**src/psg_defines.svh**
```systemverilog
`ifndef PSG_DEFINES_SVH
`define PSG_DEFINES_SVH

////////////////////
// Sound generators
////////////////////

// Number of PSG instances
`define PSG_COUNT 2

// PSG n sits at base+2n (latch) and base+2n+1 (data)
`define PSG_BASE_PORT 8'hF6

////////////////////
// System ports
////////////////////

`define SYSCTRL_PORT  8'hFB
`define CASSETTE_PORT 8'hFC

////////////////////
// Timing
////////////////////

`define STROBE_SYNC_STAGES 3   // Bus strobe synchronizer depth
`define PWM_BITS           8   // PWM counter width
`define TONE_PRESCALE      16  // sysclk cycles per tone step
`define BEEP_LEVEL         1023

`endif

```
**src/psg_pkg.sv**
```systemverilog
package psg_pkg;

    ////////////////////
    // Z80 bus
    ////////////////////

    typedef logic [7:0] io_addr_t;   // Low address byte of an I/O cycle
    typedef logic [7:0] bus_data_t;

    ////////////////////
    // PSG
    ////////////////////

    typedef logic [3:0]  psg_reg_addr_t;
    typedef logic [11:0] tone_period_t;   // Half-period in tone steps
    typedef logic [3:0]  amp_t;
    typedef logic [9:0]  chan_level_t;

    // One side of the stereo sum
    typedef logic [13:0] mix_t;

    // Phase of a bus strobe as seen after synchronization
    typedef enum logic [1:0] {
        st_idle,
        st_active,
        st_done
    } strobe_state_t;

endpackage

```
**src/bus_decoder.sv**
```systemverilog
`timescale 1ns/1ps

`include "psg_defines.svh"

module bus_decoder (
    input  logic                                   sysclk,
    input  logic                                   reset,
    input  psg_pkg::io_addr_t                      bus_a,
    input  psg_pkg::bus_data_t                     bus_d_in,
    input  logic                                   bus_rd_n,
    input  logic                                   bus_wr_n,
    input  logic                                   bus_iorq_n,
    input  logic                                   cassette_in,
    input  psg_pkg::bus_data_t [`PSG_COUNT-1:0]    psg_rddata,
    output logic [`PSG_COUNT-1:0]                  psg_wren,
    output logic                                   a0,
    output psg_pkg::bus_data_t                     wrdata,
    output psg_pkg::bus_data_t                     bus_d_out,
    output logic                                   bus_d_oe,
    output logic                                   cassette_out
);

    import psg_pkg::*;

    localparam int SYNC_N = `STROBE_SYNC_STAGES;

    logic [SYNC_N-1:0]       wr_sync;
    strobe_state_t           wr_state;
    logic                    wr_fall;
    logic                    wr_pulse;
    logic                    dis_regs;
    logic                    dis_psgs;
    logic [`PSG_COUNT-1:0]   sel_psg;
    logic                    sel_sysctrl;
    logic                    sel_cassette;

    ////////////////////
    // Write strobe
    ////////////////////

    // Data is stable while wr_n is low
    always_ff @(posedge sysclk) begin
        if (!bus_wr_n)
            wrdata <= bus_d_in;
    end

    assign wr_fall  = wr_sync[SYNC_N-1] && !wr_sync[SYNC_N-2];
    assign wr_pulse = (wr_state == st_idle) && wr_fall;   // One pulse per strobe

    always_ff @(posedge sysclk or posedge reset) begin
        if (reset) begin
            wr_sync  <= '1;
            wr_state <= st_idle;
        end else begin
            wr_sync <= {wr_sync[SYNC_N-2:0], bus_wr_n};
            case (wr_state)
                st_idle:   if (wr_fall) wr_state <= st_active;
                st_active: if (wr_sync[SYNC_N-1] && wr_sync[SYNC_N-2]) wr_state <= st_done;
                default:   wr_state <= st_idle;
            endcase
        end
    end

    ////////////////////
    // Port decoding
    ////////////////////

    for (genvar i = 0; i < `PSG_COUNT; i++) begin : g_sel
        localparam io_addr_t PORT = io_addr_t'(`PSG_BASE_PORT + 2 * i);
        // PSG 0 survives dis_regs, the others do not
        localparam bit IS_FIRST = (i == 0);

        assign sel_psg[i] = !bus_iorq_n && bus_a[7:1] == PORT[7:1] && !dis_psgs &&
                            (IS_FIRST || !dis_regs);
    end

    assign sel_sysctrl  = !bus_iorq_n && bus_a == io_addr_t'(`SYSCTRL_PORT);
    assign sel_cassette = !bus_iorq_n && bus_a == io_addr_t'(`CASSETTE_PORT);

    assign a0       = bus_a[0];
    assign psg_wren = sel_psg & {`PSG_COUNT{wr_pulse}};

    always_ff @(posedge sysclk or posedge reset) begin
        if (reset) begin
            dis_regs     <= 1'b0;
            dis_psgs     <= 1'b0;
            cassette_out <= 1'b0;
        end else if (wr_pulse) begin
            if (sel_sysctrl)  {dis_psgs, dis_regs} <= wrdata[1:0];
            if (sel_cassette) cassette_out <= wrdata[0];
        end
    end

    ////////////////////
    // Read data
    ////////////////////

    always_comb begin
        bus_d_out = '0;
        for (int i = 0; i < `PSG_COUNT; i++) begin
            if (sel_psg[i]) bus_d_out = psg_rddata[i];
        end
        if (sel_sysctrl)  bus_d_out = {6'b0, dis_psgs, dis_regs};
        if (sel_cassette) bus_d_out = {7'b0, cassette_in};
    end

    assign bus_d_oe = !bus_rd_n && (|sel_psg || sel_sysctrl || sel_cassette);

endmodule

```
**src/psg_core.sv**
```systemverilog
`timescale 1ns/1ps

`include "psg_defines.svh"

module psg_core (
    input  logic                  sysclk,
    input  logic                  reset,
    input  logic                  a0,
    input  logic                  wren,
    input  psg_pkg::bus_data_t    wrdata,
    output psg_pkg::bus_data_t    rddata,
    output psg_pkg::chan_level_t  ch_a,
    output psg_pkg::chan_level_t  ch_b,
    output psg_pkg::chan_level_t  ch_c
);

    import psg_pkg::*;

    localparam int PRE_W = $clog2(`TONE_PRESCALE);

    psg_reg_addr_t   reg_addr;
    tone_period_t    period [3];
    tone_period_t    tone_cnt [3];
    logic [2:0]      tone;
    logic [7:0]      mixer;          // Low 3 bits disable tones
    amp_t            amp [3];
    chan_level_t     level [3];
    logic [PRE_W-1:0] pre_cnt;
    logic            step;

    ////////////////////
    // Registers
    ////////////////////

    always_ff @(posedge sysclk or posedge reset) begin
        if (reset) begin
            reg_addr <= '0;
            mixer    <= '0;
            for (int i = 0; i < 3; i++) begin
                period[i] <= '0;
                amp[i]    <= '0;
            end
        end else if (wren) begin
            if (!a0) begin
                reg_addr <= wrdata[3:0];    // Address latch
            end else begin
                case (reg_addr)
                    4'd0:    period[0][7:0]  <= wrdata;
                    4'd1:    period[0][11:8] <= wrdata[3:0];
                    4'd2:    period[1][7:0]  <= wrdata;
                    4'd3:    period[1][11:8] <= wrdata[3:0];
                    4'd4:    period[2][7:0]  <= wrdata;
                    4'd5:    period[2][11:8] <= wrdata[3:0];
                    4'd7:    mixer           <= wrdata;
                    4'd8:    amp[0]          <= wrdata[3:0];
                    4'd9:    amp[1]          <= wrdata[3:0];
                    4'd10:   amp[2]          <= wrdata[3:0];
                    default: ;
                endcase
            end
        end
    end

    // Unused bits and missing registers read as 0
    always_comb begin
        case (reg_addr)
            4'd0:    rddata = period[0][7:0];
            4'd1:    rddata = {4'b0, period[0][11:8]};
            4'd2:    rddata = period[1][7:0];
            4'd3:    rddata = {4'b0, period[1][11:8]};
            4'd4:    rddata = period[2][7:0];
            4'd5:    rddata = {4'b0, period[2][11:8]};
            4'd7:    rddata = mixer;
            4'd8:    rddata = {4'b0, amp[0]};
            4'd9:    rddata = {4'b0, amp[1]};
            4'd10:   rddata = {4'b0, amp[2]};
            default: rddata = '0;
        endcase
    end

    ////////////////////
    // Tone generators
    ////////////////////

    assign step = (pre_cnt == PRE_W'(`TONE_PRESCALE - 1));

    always_ff @(posedge sysclk or posedge reset) begin
        if (reset) begin
            pre_cnt <= '0;
            tone    <= '0;
            for (int i = 0; i < 3; i++)
                tone_cnt[i] <= '0;
        end else begin
            pre_cnt <= step ? '0 : pre_cnt + 1'b1;
            if (step) begin
                for (int i = 0; i < 3; i++) begin
                    // >= also catches a period lowered mid-count
                    if (tone_cnt[i] >= period[i]) begin
                        tone_cnt[i] <= '0;
                        tone[i]     <= ~tone[i];
                    end else begin
                        tone_cnt[i] <= tone_cnt[i] + 12'd1;
                    end
                end
            end
        end
    end

    // Amplitude stretched to 10 bits
    always_comb begin
        for (int i = 0; i < 3; i++) begin
            level[i] = (tone[i] || mixer[i]) ? {amp[i], amp[i], amp[i][3:2]} : '0;
        end
    end

    assign ch_a = level[0];
    assign ch_b = level[1];
    assign ch_c = level[2];

endmodule

```
**src/stereo_mixer.sv**
```systemverilog
`timescale 1ns/1ps

`include "psg_defines.svh"

module stereo_mixer (
    input  psg_pkg::chan_level_t [3*`PSG_COUNT-1:0]  ch_levels,
    input  logic                                     beep,
    output psg_pkg::mix_t                            mix_l,
    output psg_pkg::mix_t                            mix_r
);

    import psg_pkg::*;

    mix_t beep_level;

    assign beep_level = beep ? mix_t'(`BEEP_LEVEL) : '0;

    ////////////////////
    // Weighted sum
    ////////////////////

    // Channel A leans left, C leans right, B sits in the middle
    always_comb begin
        mix_l = beep_level;
        mix_r = beep_level;
        for (int i = 0; i < `PSG_COUNT; i++) begin
            mix_l = mix_l + (mix_t'(ch_levels[3*i])   << 1)
                          + (mix_t'(ch_levels[3*i+1]) << 1)
                          +  mix_t'(ch_levels[3*i+2]);
            mix_r = mix_r +  mix_t'(ch_levels[3*i])
                          + (mix_t'(ch_levels[3*i+1]) << 1)
                          + (mix_t'(ch_levels[3*i+2]) << 1);
        end
    end

endmodule

```
**src/pwm_dac.sv**
```systemverilog
`timescale 1ns/1ps

`include "psg_defines.svh"

module pwm_dac (
    input  logic           sysclk,
    input  logic           reset,
    input  psg_pkg::mix_t  mix_l,
    input  psg_pkg::mix_t  mix_r,
    output logic           audio_l,
    output logic           audio_r
);

    logic [`PWM_BITS-1:0] pwm_cnt;
    logic [`PWM_BITS-1:0] duty_l;
    logic [`PWM_BITS-1:0] duty_r;

    ////////////////////
    // Counter and reload
    ////////////////////

    always_ff @(posedge sysclk or posedge reset) begin
        if (reset) begin
            pwm_cnt <= '0;
            duty_l  <= '0;
            duty_r  <= '0;
        end else begin
            pwm_cnt <= pwm_cnt + 1'b1;
            if (pwm_cnt == '1) begin    // New sample at wrap
                duty_l <= mix_l[$bits(mix_l)-1 -: `PWM_BITS];
                duty_r <= mix_r[$bits(mix_r)-1 -: `PWM_BITS];
            end
        end
    end

    assign audio_l = pwm_cnt < duty_l;
    assign audio_r = pwm_cnt < duty_r;

endmodule

```
**src/sound_top.sv**
```systemverilog
`timescale 1ns/1ps

`include "psg_defines.svh"

module sound_top (
    input  logic                sysclk,
    input  logic                reset,
    input  psg_pkg::io_addr_t   bus_a,
    input  psg_pkg::bus_data_t  bus_d_in,
    input  logic                bus_rd_n,
    input  logic                bus_wr_n,
    input  logic                bus_iorq_n,
    input  logic                cassette_in,
    output psg_pkg::bus_data_t  bus_d_out,
    output logic                bus_d_oe,
    output logic                cassette_out,
    output logic                audio_l,
    output logic                audio_r
);

    import psg_pkg::*;

    logic [`PSG_COUNT-1:0]                psg_wren;
    logic                                 a0;
    bus_data_t                            wrdata;
    bus_data_t [`PSG_COUNT-1:0]           psg_rddata;
    chan_level_t [3*`PSG_COUNT-1:0]       ch_levels;   // a, b, c per PSG
    mix_t                                 mix_l;
    mix_t                                 mix_r;

    bus_decoder i_bus_decoder (
        .sysclk       (sysclk),
        .reset        (reset),
        .bus_a        (bus_a),
        .bus_d_in     (bus_d_in),
        .bus_rd_n     (bus_rd_n),
        .bus_wr_n     (bus_wr_n),
        .bus_iorq_n   (bus_iorq_n),
        .cassette_in  (cassette_in),
        .psg_rddata   (psg_rddata),
        .psg_wren     (psg_wren),
        .a0           (a0),
        .wrdata       (wrdata),
        .bus_d_out    (bus_d_out),
        .bus_d_oe     (bus_d_oe),
        .cassette_out (cassette_out)
    );

    ////////////////////
    // Sound generators
    ////////////////////

    for (genvar i = 0; i < `PSG_COUNT; i++) begin : g_psg
        psg_core i_psg_core (
            .sysclk (sysclk),
            .reset  (reset),
            .a0     (a0),
            .wren   (psg_wren[i]),
            .wrdata (wrdata),
            .rddata (psg_rddata[i]),
            .ch_a   (ch_levels[3*i]),
            .ch_b   (ch_levels[3*i+1]),
            .ch_c   (ch_levels[3*i+2])
        );
    end

    stereo_mixer i_stereo_mixer (
        .ch_levels (ch_levels),
        .beep      (cassette_out),
        .mix_l     (mix_l),
        .mix_r     (mix_r)
    );

    pwm_dac i_pwm_dac (
        .sysclk  (sysclk),
        .reset   (reset),
        .mix_l   (mix_l),
        .mix_r   (mix_r),
        .audio_l (audio_l),
        .audio_r (audio_r)
    );

endmodule

```
**config.mk**
```make
export PLATFORM = sky130hd
export DESIGN_NAME = sound_top
export DESIGN_NICKNAME = d
export VERILOG_FILES = /design/src/psg_pkg.sv /design/src/bus_decoder.sv /design/src/psg_core.sv /design/src/stereo_mixer.sv /design/src/pwm_dac.sv /design/src/sound_top.sv
export VERILOG_INCLUDE_DIRS = /design/src /design/src/src
export SDC_FILE = /design/constraint.sdc
export NUM_CORES = 1
export LEC_CHECK = 0
export BUFFER_PORTS_ARGS = -buffer_cell sky130_fd_sc_hd__buf_4
export CAP_MARGIN = 20
export CORE_ASPECT_RATIO = 1.2
export CORE_MARGIN = 1
export CORE_UTILIZATION = 30
export DETAILED_ROUTE_END_ITERATION = 8
export SYNTH_ARGS = -nofsm -noshare
export SYNTH_HDL_FRONTEND = slang
export SYNTH_HIERARCHICAL = 1
export SYNTH_SLANG_ARGS = --single-unit
```
**constraint.sdc**
```tcl
create_clock -name sysclk -period 6.4 [get_ports sysclk]
set_clock_uncertainty 0.05 [all_clocks]
set_input_delay 0.96 -clock sysclk [delete_from_list [all_inputs] [get_ports sysclk]]
set_output_delay 0.96 -clock sysclk [all_outputs]
set_load 0.05 [all_outputs]
```
Word level (Yosys, flattened, before mapping)
Cells that the tools add are included.
- logic and storage cells: 193
- memory bits (writable): 0
- memories kept: 0
- input port bits: 22
- latch bits: 0
- bits in read-only memories: 0
- output and inout bits: 12
- register bits: 246
- bitwise logic cells: 8
- multiplexer cells: 24
- $add $sub $neg: 21
- magnitude comparators: 8
- equal/unequal tests: 28
- reductions and logical operators: 59
- shifts and indexed selects: 0
- divide/modulo/power cells: 0
- multiply operators: 0
- operator list (cell ; number):
    $pmux 8 s10 ; 2
    $add 14x11->14 ; 8
    $add 12x1->12 const B ; 6
    $ge 12x12->1 ; 6
    $mux 12 ; 6
    $mux 10 ; 7
    $reduce_and 3->1 ; 20
    $add 14x10->14 ; 4
    $eq 4x4->1 const B ; 8
    $mux 8 ; 4
    $eq 4x3->1 const B ; 6
    $eq 8x8->1 const B ; 3
    $reduce_and 2->1 ; 11
    $eq 4x2->1 const B ; 4
    $lt 8x8->1 ; 2
    $eq 7x7->1 const B ; 2
    $logic_and 1x1->1 ; 11
    $add 4x1->4 const B ; 2
    $add 8x1->8 const B ; 1
    $eq 4x1->1 const B ; 2
    $logic_not 4->1 ; 2
    $logic_or 1x1->1 ; 8
    $mux 4 ; 2
    $not 1->1 ; 7
    8 further kinds ; 14

Logic depth before layout (Yosys ltp)
- depth after elaboration: 8
- gate-level depth with buffers: 22
- gate-level depth less buffers: 22

Cells and area by module
The synthesis kept the hierarchy.
- by module, submodules not included (module ; area each (um^2) ; cells each ; times used ; sequential area each (um^2)):
    psg_core at g_psg[1].i_psg_core ; 5995.8 ; 575 ; 1 ; 2577.5
    psg_core at g_psg[0].i_psg_core ; 5988.2 ; 588 ; 1 ; 2577.5
    stereo_mixer ; 3494.6 ; 350 ; 1 ; 0.0
    pwm_dac ; 1280.0 ; 113 ; 1 ; 600.6
    bus_decoder ; 859.6 ; 67 ; 1 ; 444.2

Worst setup path after synthesis
Ideal clock, no wire load.
- path kind: reg2reg
- from: register i_bus_decoder.cassette_out
- to: register i_pwm_dac.duty_r[7]
- data arrival time: 5606 ps
- buffers on the path: 0
- data required time: 6225 ps
- path slack: 619 ps
- clock period less this slack: 5781 ps
- cell stages (with the launch flop): 20
- library setup time: 125 ps
- path through: dfrtp_1 > inv_1 > fa_1 > inv_1 > ha_1 > fa_1 > a21o_1 > a21oi_1 > o21ai_1 > a31oi_1 > xor2_1 > fa_1 > inv_1 > ha_1 > ha_1 > a21oi_1 > nor2b_1 > a311o_1 > a21o_1 > mux2_2
- word-level cells in the longest chain between the ends: 7
- RTL lines (what ; RTL line ; text):
    start: declaration ; bus_decoder.sv:20 ; output logic cassette_out
    start signal: assignment ; bus_decoder.sv:90 ; if (sel_cassette) cassette_out <= wrdata[0];
    $mux 10 ; stereo_mixer.sv:16 ; assign beep_level = beep ? mix_t'(`BEEP_LEVEL) : '0;
    $add 14x10->14 ; stereo_mixer.sv:30 ; mix_r = mix_r + mix_t'(ch_levels[3*i])
    $add 14x11->14 ; stereo_mixer.sv:31 ; + (mix_t'(ch_levels[3*i+1]) << 1)
    $add 14x11->14 ; stereo_mixer.sv:32 ; + (mix_t'(ch_levels[3*i+2]) << 1);
    $add 14x10->14 ; stereo_mixer.sv:30 ;
    $add 14x11->14 ; stereo_mixer.sv:31 ;
    $add 14x11->14 ; stereo_mixer.sv:32 ;
    named net mix_r[13] ; sound_top.sv:29 ; mix_t mix_r;
    end signal: assignment ; pwm_dac.sv:31 ; duty_r <= mix_r[$bits(mix_r)-1 -: `PWM_BITS];
    end: declaration ; pwm_dac.sv:16 ; logic [`PWM_BITS-1:0] duty_r;
The timed path passes the listed nets, and every way through them passes these cells.
A chain may end at the register's enable or synchronous reset.

==> reports/qor.json <==
{
  "status": {
    "status": "finished clean"
  },
  "worst_setup_path": {
    "crit_buf_inv": 3,
    "crit_path_start": "g_psg[0].i_psg_core/mixer[0]",
    "crit_chain": "nor2_1 -> nor2b_1 -> fa_1 -> inv_1 -> fa_1 -> inv_1 -> ha_1 -> fa_1 -> a21o_1 -> a21oi_1 -> o21ai_1 -> a31oi_1 -> xor2_1 -> fa_1 -> inv_1 -> ha_1 -> ha_1 -> a21oi_1 -> nor2b_1 -> a311o_1 -> a21o_1 -> mux2_2",
    "timing.critical_path.slowest_stage_cell": "fa_1",
    "critical_path.most_common_cell": "fa_1",
    "critPathRequiredTime_ns": 6.81,
    "timing.critical_path.to_type": "register",
    "regToRegStartpoint": "g_psg[0].i_psg_core/mixer[0]",
    "worstSetupStartpointType": "register",
    "cpPeakStageDelay_ns": 0.55,
    "cp_max_fo": 5,
    "setup.worst_path.class": "reg2reg",
    "worstPathArrival_ns": 6.27,
    "critical_path.top_delay_family": "adder cells"
  },
  "power": {
    "pwr_density_cell_mw_per_mm2": 175,
    "part_of_the_total_power_dissipated_in_combinational_logic": 0.027,
    "clock_power_share": 0.505,
    "net-switching-power_mw": 0.784,
    "p_seq_frac": 0.469,
    "switching_share": 0.230,
    "internal_power_mw": 2.63,
    "power_mw": 3.41,
    "static-leakage-power_nw": 9.13,
    "irDropWorstVdd_uv": 217
  },
  "logic_synthesis": {
    "netlist_instances": 1685,
    "yosys_warnings": 6,
    "synthesis.area_mm2": 0.0176,
    "synth_fp_nets": 1933,
    "postSynthAreaPerCell_um2": 10.4
  },
  "floorplanning": {
    "top_level_ports": 34,
    "die_width_um": 223,
    "initial_core_util": 0.305,
    "die_h_um": 267,
    "dieArea_mm2": 0.0595,
    "num_rows": 96,
    "core_area_mm2": 0.0575
  },
  "clock_tree": {
    "clk_pin_slew_worst_paths_ns": 0.06,
    "cts_post_setup_buffers_inserted": 0,
    "clkLatencyLatePin_ns": 0.58,
    "post_cts_hold_buffer_count": 0,
    "postCtsResizedCells": 0,
    "cts.sink_count": 246,
    "maximum_root_to_sink_buffer_count": 3,
    "tritoncts_clock_tree": "built",
    "cts_h_tree_lvls": 1,
    "cts_made_buffers": 29,
    "root_buffer": "clkbuf_16"
  },
  "route": {
    "detail_route.iter0.violations": 573,
    "routed-via-count": 12200,
    "wire_per_inst_um": 16.8,
    "postRouteWirelength_um": 41400,
    "vias_per_cell": 4.96,
    "drt_first_pass_iters": 5,
    "detail_route.drc_violations": 0,
    "route.antenna.remaining_nets": 0
  },
  "placed_design": {
    "place_congestion": 0.859,
    "dp.final_hpwl_um": 31500,
    "placement.setup.worst_slack_ns": 0.539,
    "placement.io_buffers": 33,
    "cell_count_post_placement": 2403,
    "placedInstanceArea_mm2": 0.0184
  },
  "global_route": {
    "grt.overflow.total": 0,
    "grt.total_usage": 0.142,
    "grt_pass1_vias": 12800,
    "first_pass_grt_wire_length_um": 67900,
    "maximum_number_of_pins_on_one_net_before_global_route_repair": 58,
    "grt_antenna_before_repair": 1
  },
  "sta": {
    "totalNegativeSetupSlack_ns": 0,
    "setup_viol": 0,
    "hold_viol_final": 0,
    "min_period_over_period": 0.915,
    "timing.fmax_ghz": 0.171,
    "tightestPinTransition_ns": 1.11,
    "slew_violations": 0,
    "maxSlewHeadroom": 0.260,
    "rsz0062_at_grt": "false",
    "fin_ws_ns": 0.544,
    "post-route-min-period_ns": 5.86,
    "fin_hold_ws_ns": 0.309
  },
  "final_layout": {
    "finalCoreUtilization": 0.338,
    "post_layout_nonfiller_instances": 2459,
    "final_layout_size_suffix_gt1_frac": 0.170,
    "area.growth.synth_to_final_pct": 10.8,
    "design.final.nets": 1948,
    "post-route-cell-area_mm2": 0.0195
  },
  "hold_path": {
    "tightest_hold_check_type": "reg2reg",
    "worstHoldStart": "i_bus_decoder/wr_sync[0]"
  },
  "job": {
    "drv.max_cap_violation_count": 0
  }
}
## cell usage in the layout, fill, tap and decap left out, types with 9 or more instances in the layout
cell type	instances
nor2b_1	45
nand3_1	45
a22oi_1	14
dfrtp_1	235
a31oi_1	13
or3_1	11
mux2i_1	28
mux2_2	123
clkinv_2	9
o21ai_0	62
a211oi_1	10
nand4_1	25
a21oi_1	59
nand2_1	105
fa_1	88
buf_4	53
xor2_1	43
nor3_1	13
nand2b_1	10
a21o_1	12
ha_1	138
and3_1	9
nor2_1	112
clkbuf_16	29
o211ai_1	11
o22ai_1	15
xnor2_1	38
inv_1	205
## worst reg2reg max path, cell delays in order, from the launching register on
cell and delay, ns:
dfrtp_1 0.39, nor2_1 0.24, nor2b_1 0.18, fa_1 0.55
inv_1 0.05, fa_1 0.50, inv_1 0.05, ha_1 0.23
fa_1 0.41, a21o_1 0.17, a21oi_1 0.24, o21ai_1 0.16
a31oi_1 0.26, xor2_1 0.12, fa_1 0.49, inv_1 0.04
ha_1 0.28, ha_1 0.36, a21oi_1 0.19, nor2b_1 0.06
a311o_1 0.31, a21o_1 0.17, mux2_2 0.26
## state kept, by name, summed over array words and instances, names as in the netlist, 8 cells and up
name,flops
g_psg.i_psg_core/amp,24
g_psg.i_psg_core/mixer,16
g_psg.i_psg_core/period,72
g_psg.i_psg_core/pre_cnt,8
g_psg.i_psg_core/reg_addr,8
g_psg.i_psg_core/tone_cnt,72
i_bus_decoder/wrdata,8
i_pwm_dac/duty_l,8
i_pwm_dac/duty_r,8
i_pwm_dac/pwm_cnt,8
## power by group through the flow
stage | clock, mW | combinational [mW] | sequential [mW]
6_report | 1.72 | 0.0908 | 1.60
5_1_grt | 1.83 | 0.103 | 1.60
4_1_cts | 1.78 | 0.0883 | 1.60
3_5_place_dp | 0 | 0.0881 | 1.63
3_3_place_gp | 0 | 0.0862 | 1.63
2_1_floorplan | 0 | 0.0591 | 1.61
## area by class of cell
| class | count | area, um^2 |
|---|---|---|
| Fill cell | 5734 | 38100 |
| Multi-Input combinational cell | 1162 | 10100 |
| Sequential cell | 246 | 6200 |
| Tap cell | 735 | 920 |
| Clock buffer | 36 | 782 |
| Inverter | 207 | 782 |
| Timing Repair Buffer | 54 | 425 |
| Clock inverter | 18 | 208 |
| Antenna cell | 1 | 2.50 |
## per-layer routing
| metal | global-route usage | up-vias | share of wire |
|---|---|---|---|
| met5 | 0 | - | 0.00017 |
| met4 | 0.0440 | 2 | 0.026 |
| met3 | 0.0193 | 69 | 0.039 |
| met2 | 0.240 | 188 | 0.48 |
| met1 | 0.187 | 6149 | 0.46 |
| li1 | - | 5798 | - |
## final timing paths
| kind | end | depth (start not counted) | slack, ns |
|---|---|---|---|
| worst max-delay path | i_pwm_dac/duty_r[7] | 22 | 0.54 |
| worst min-delay path | i_bus_decoder/wr_sync[1] | 0 | 0.31 |
| worst max register to register | i_pwm_dac/duty_r[7] | 22 | 0.54 |
| worst min register to register | i_bus_decoder/wr_sync[1] | 0 | 0.31 |
| max in group asynchronous | g_psg[0].i_psg_core/tone_cnt[15] | 3 | 4.65 |
| min in group asynchronous | i_bus_decoder/dis_psgs | 2 | 0.37 |
(Power assumes the default switching activity.)
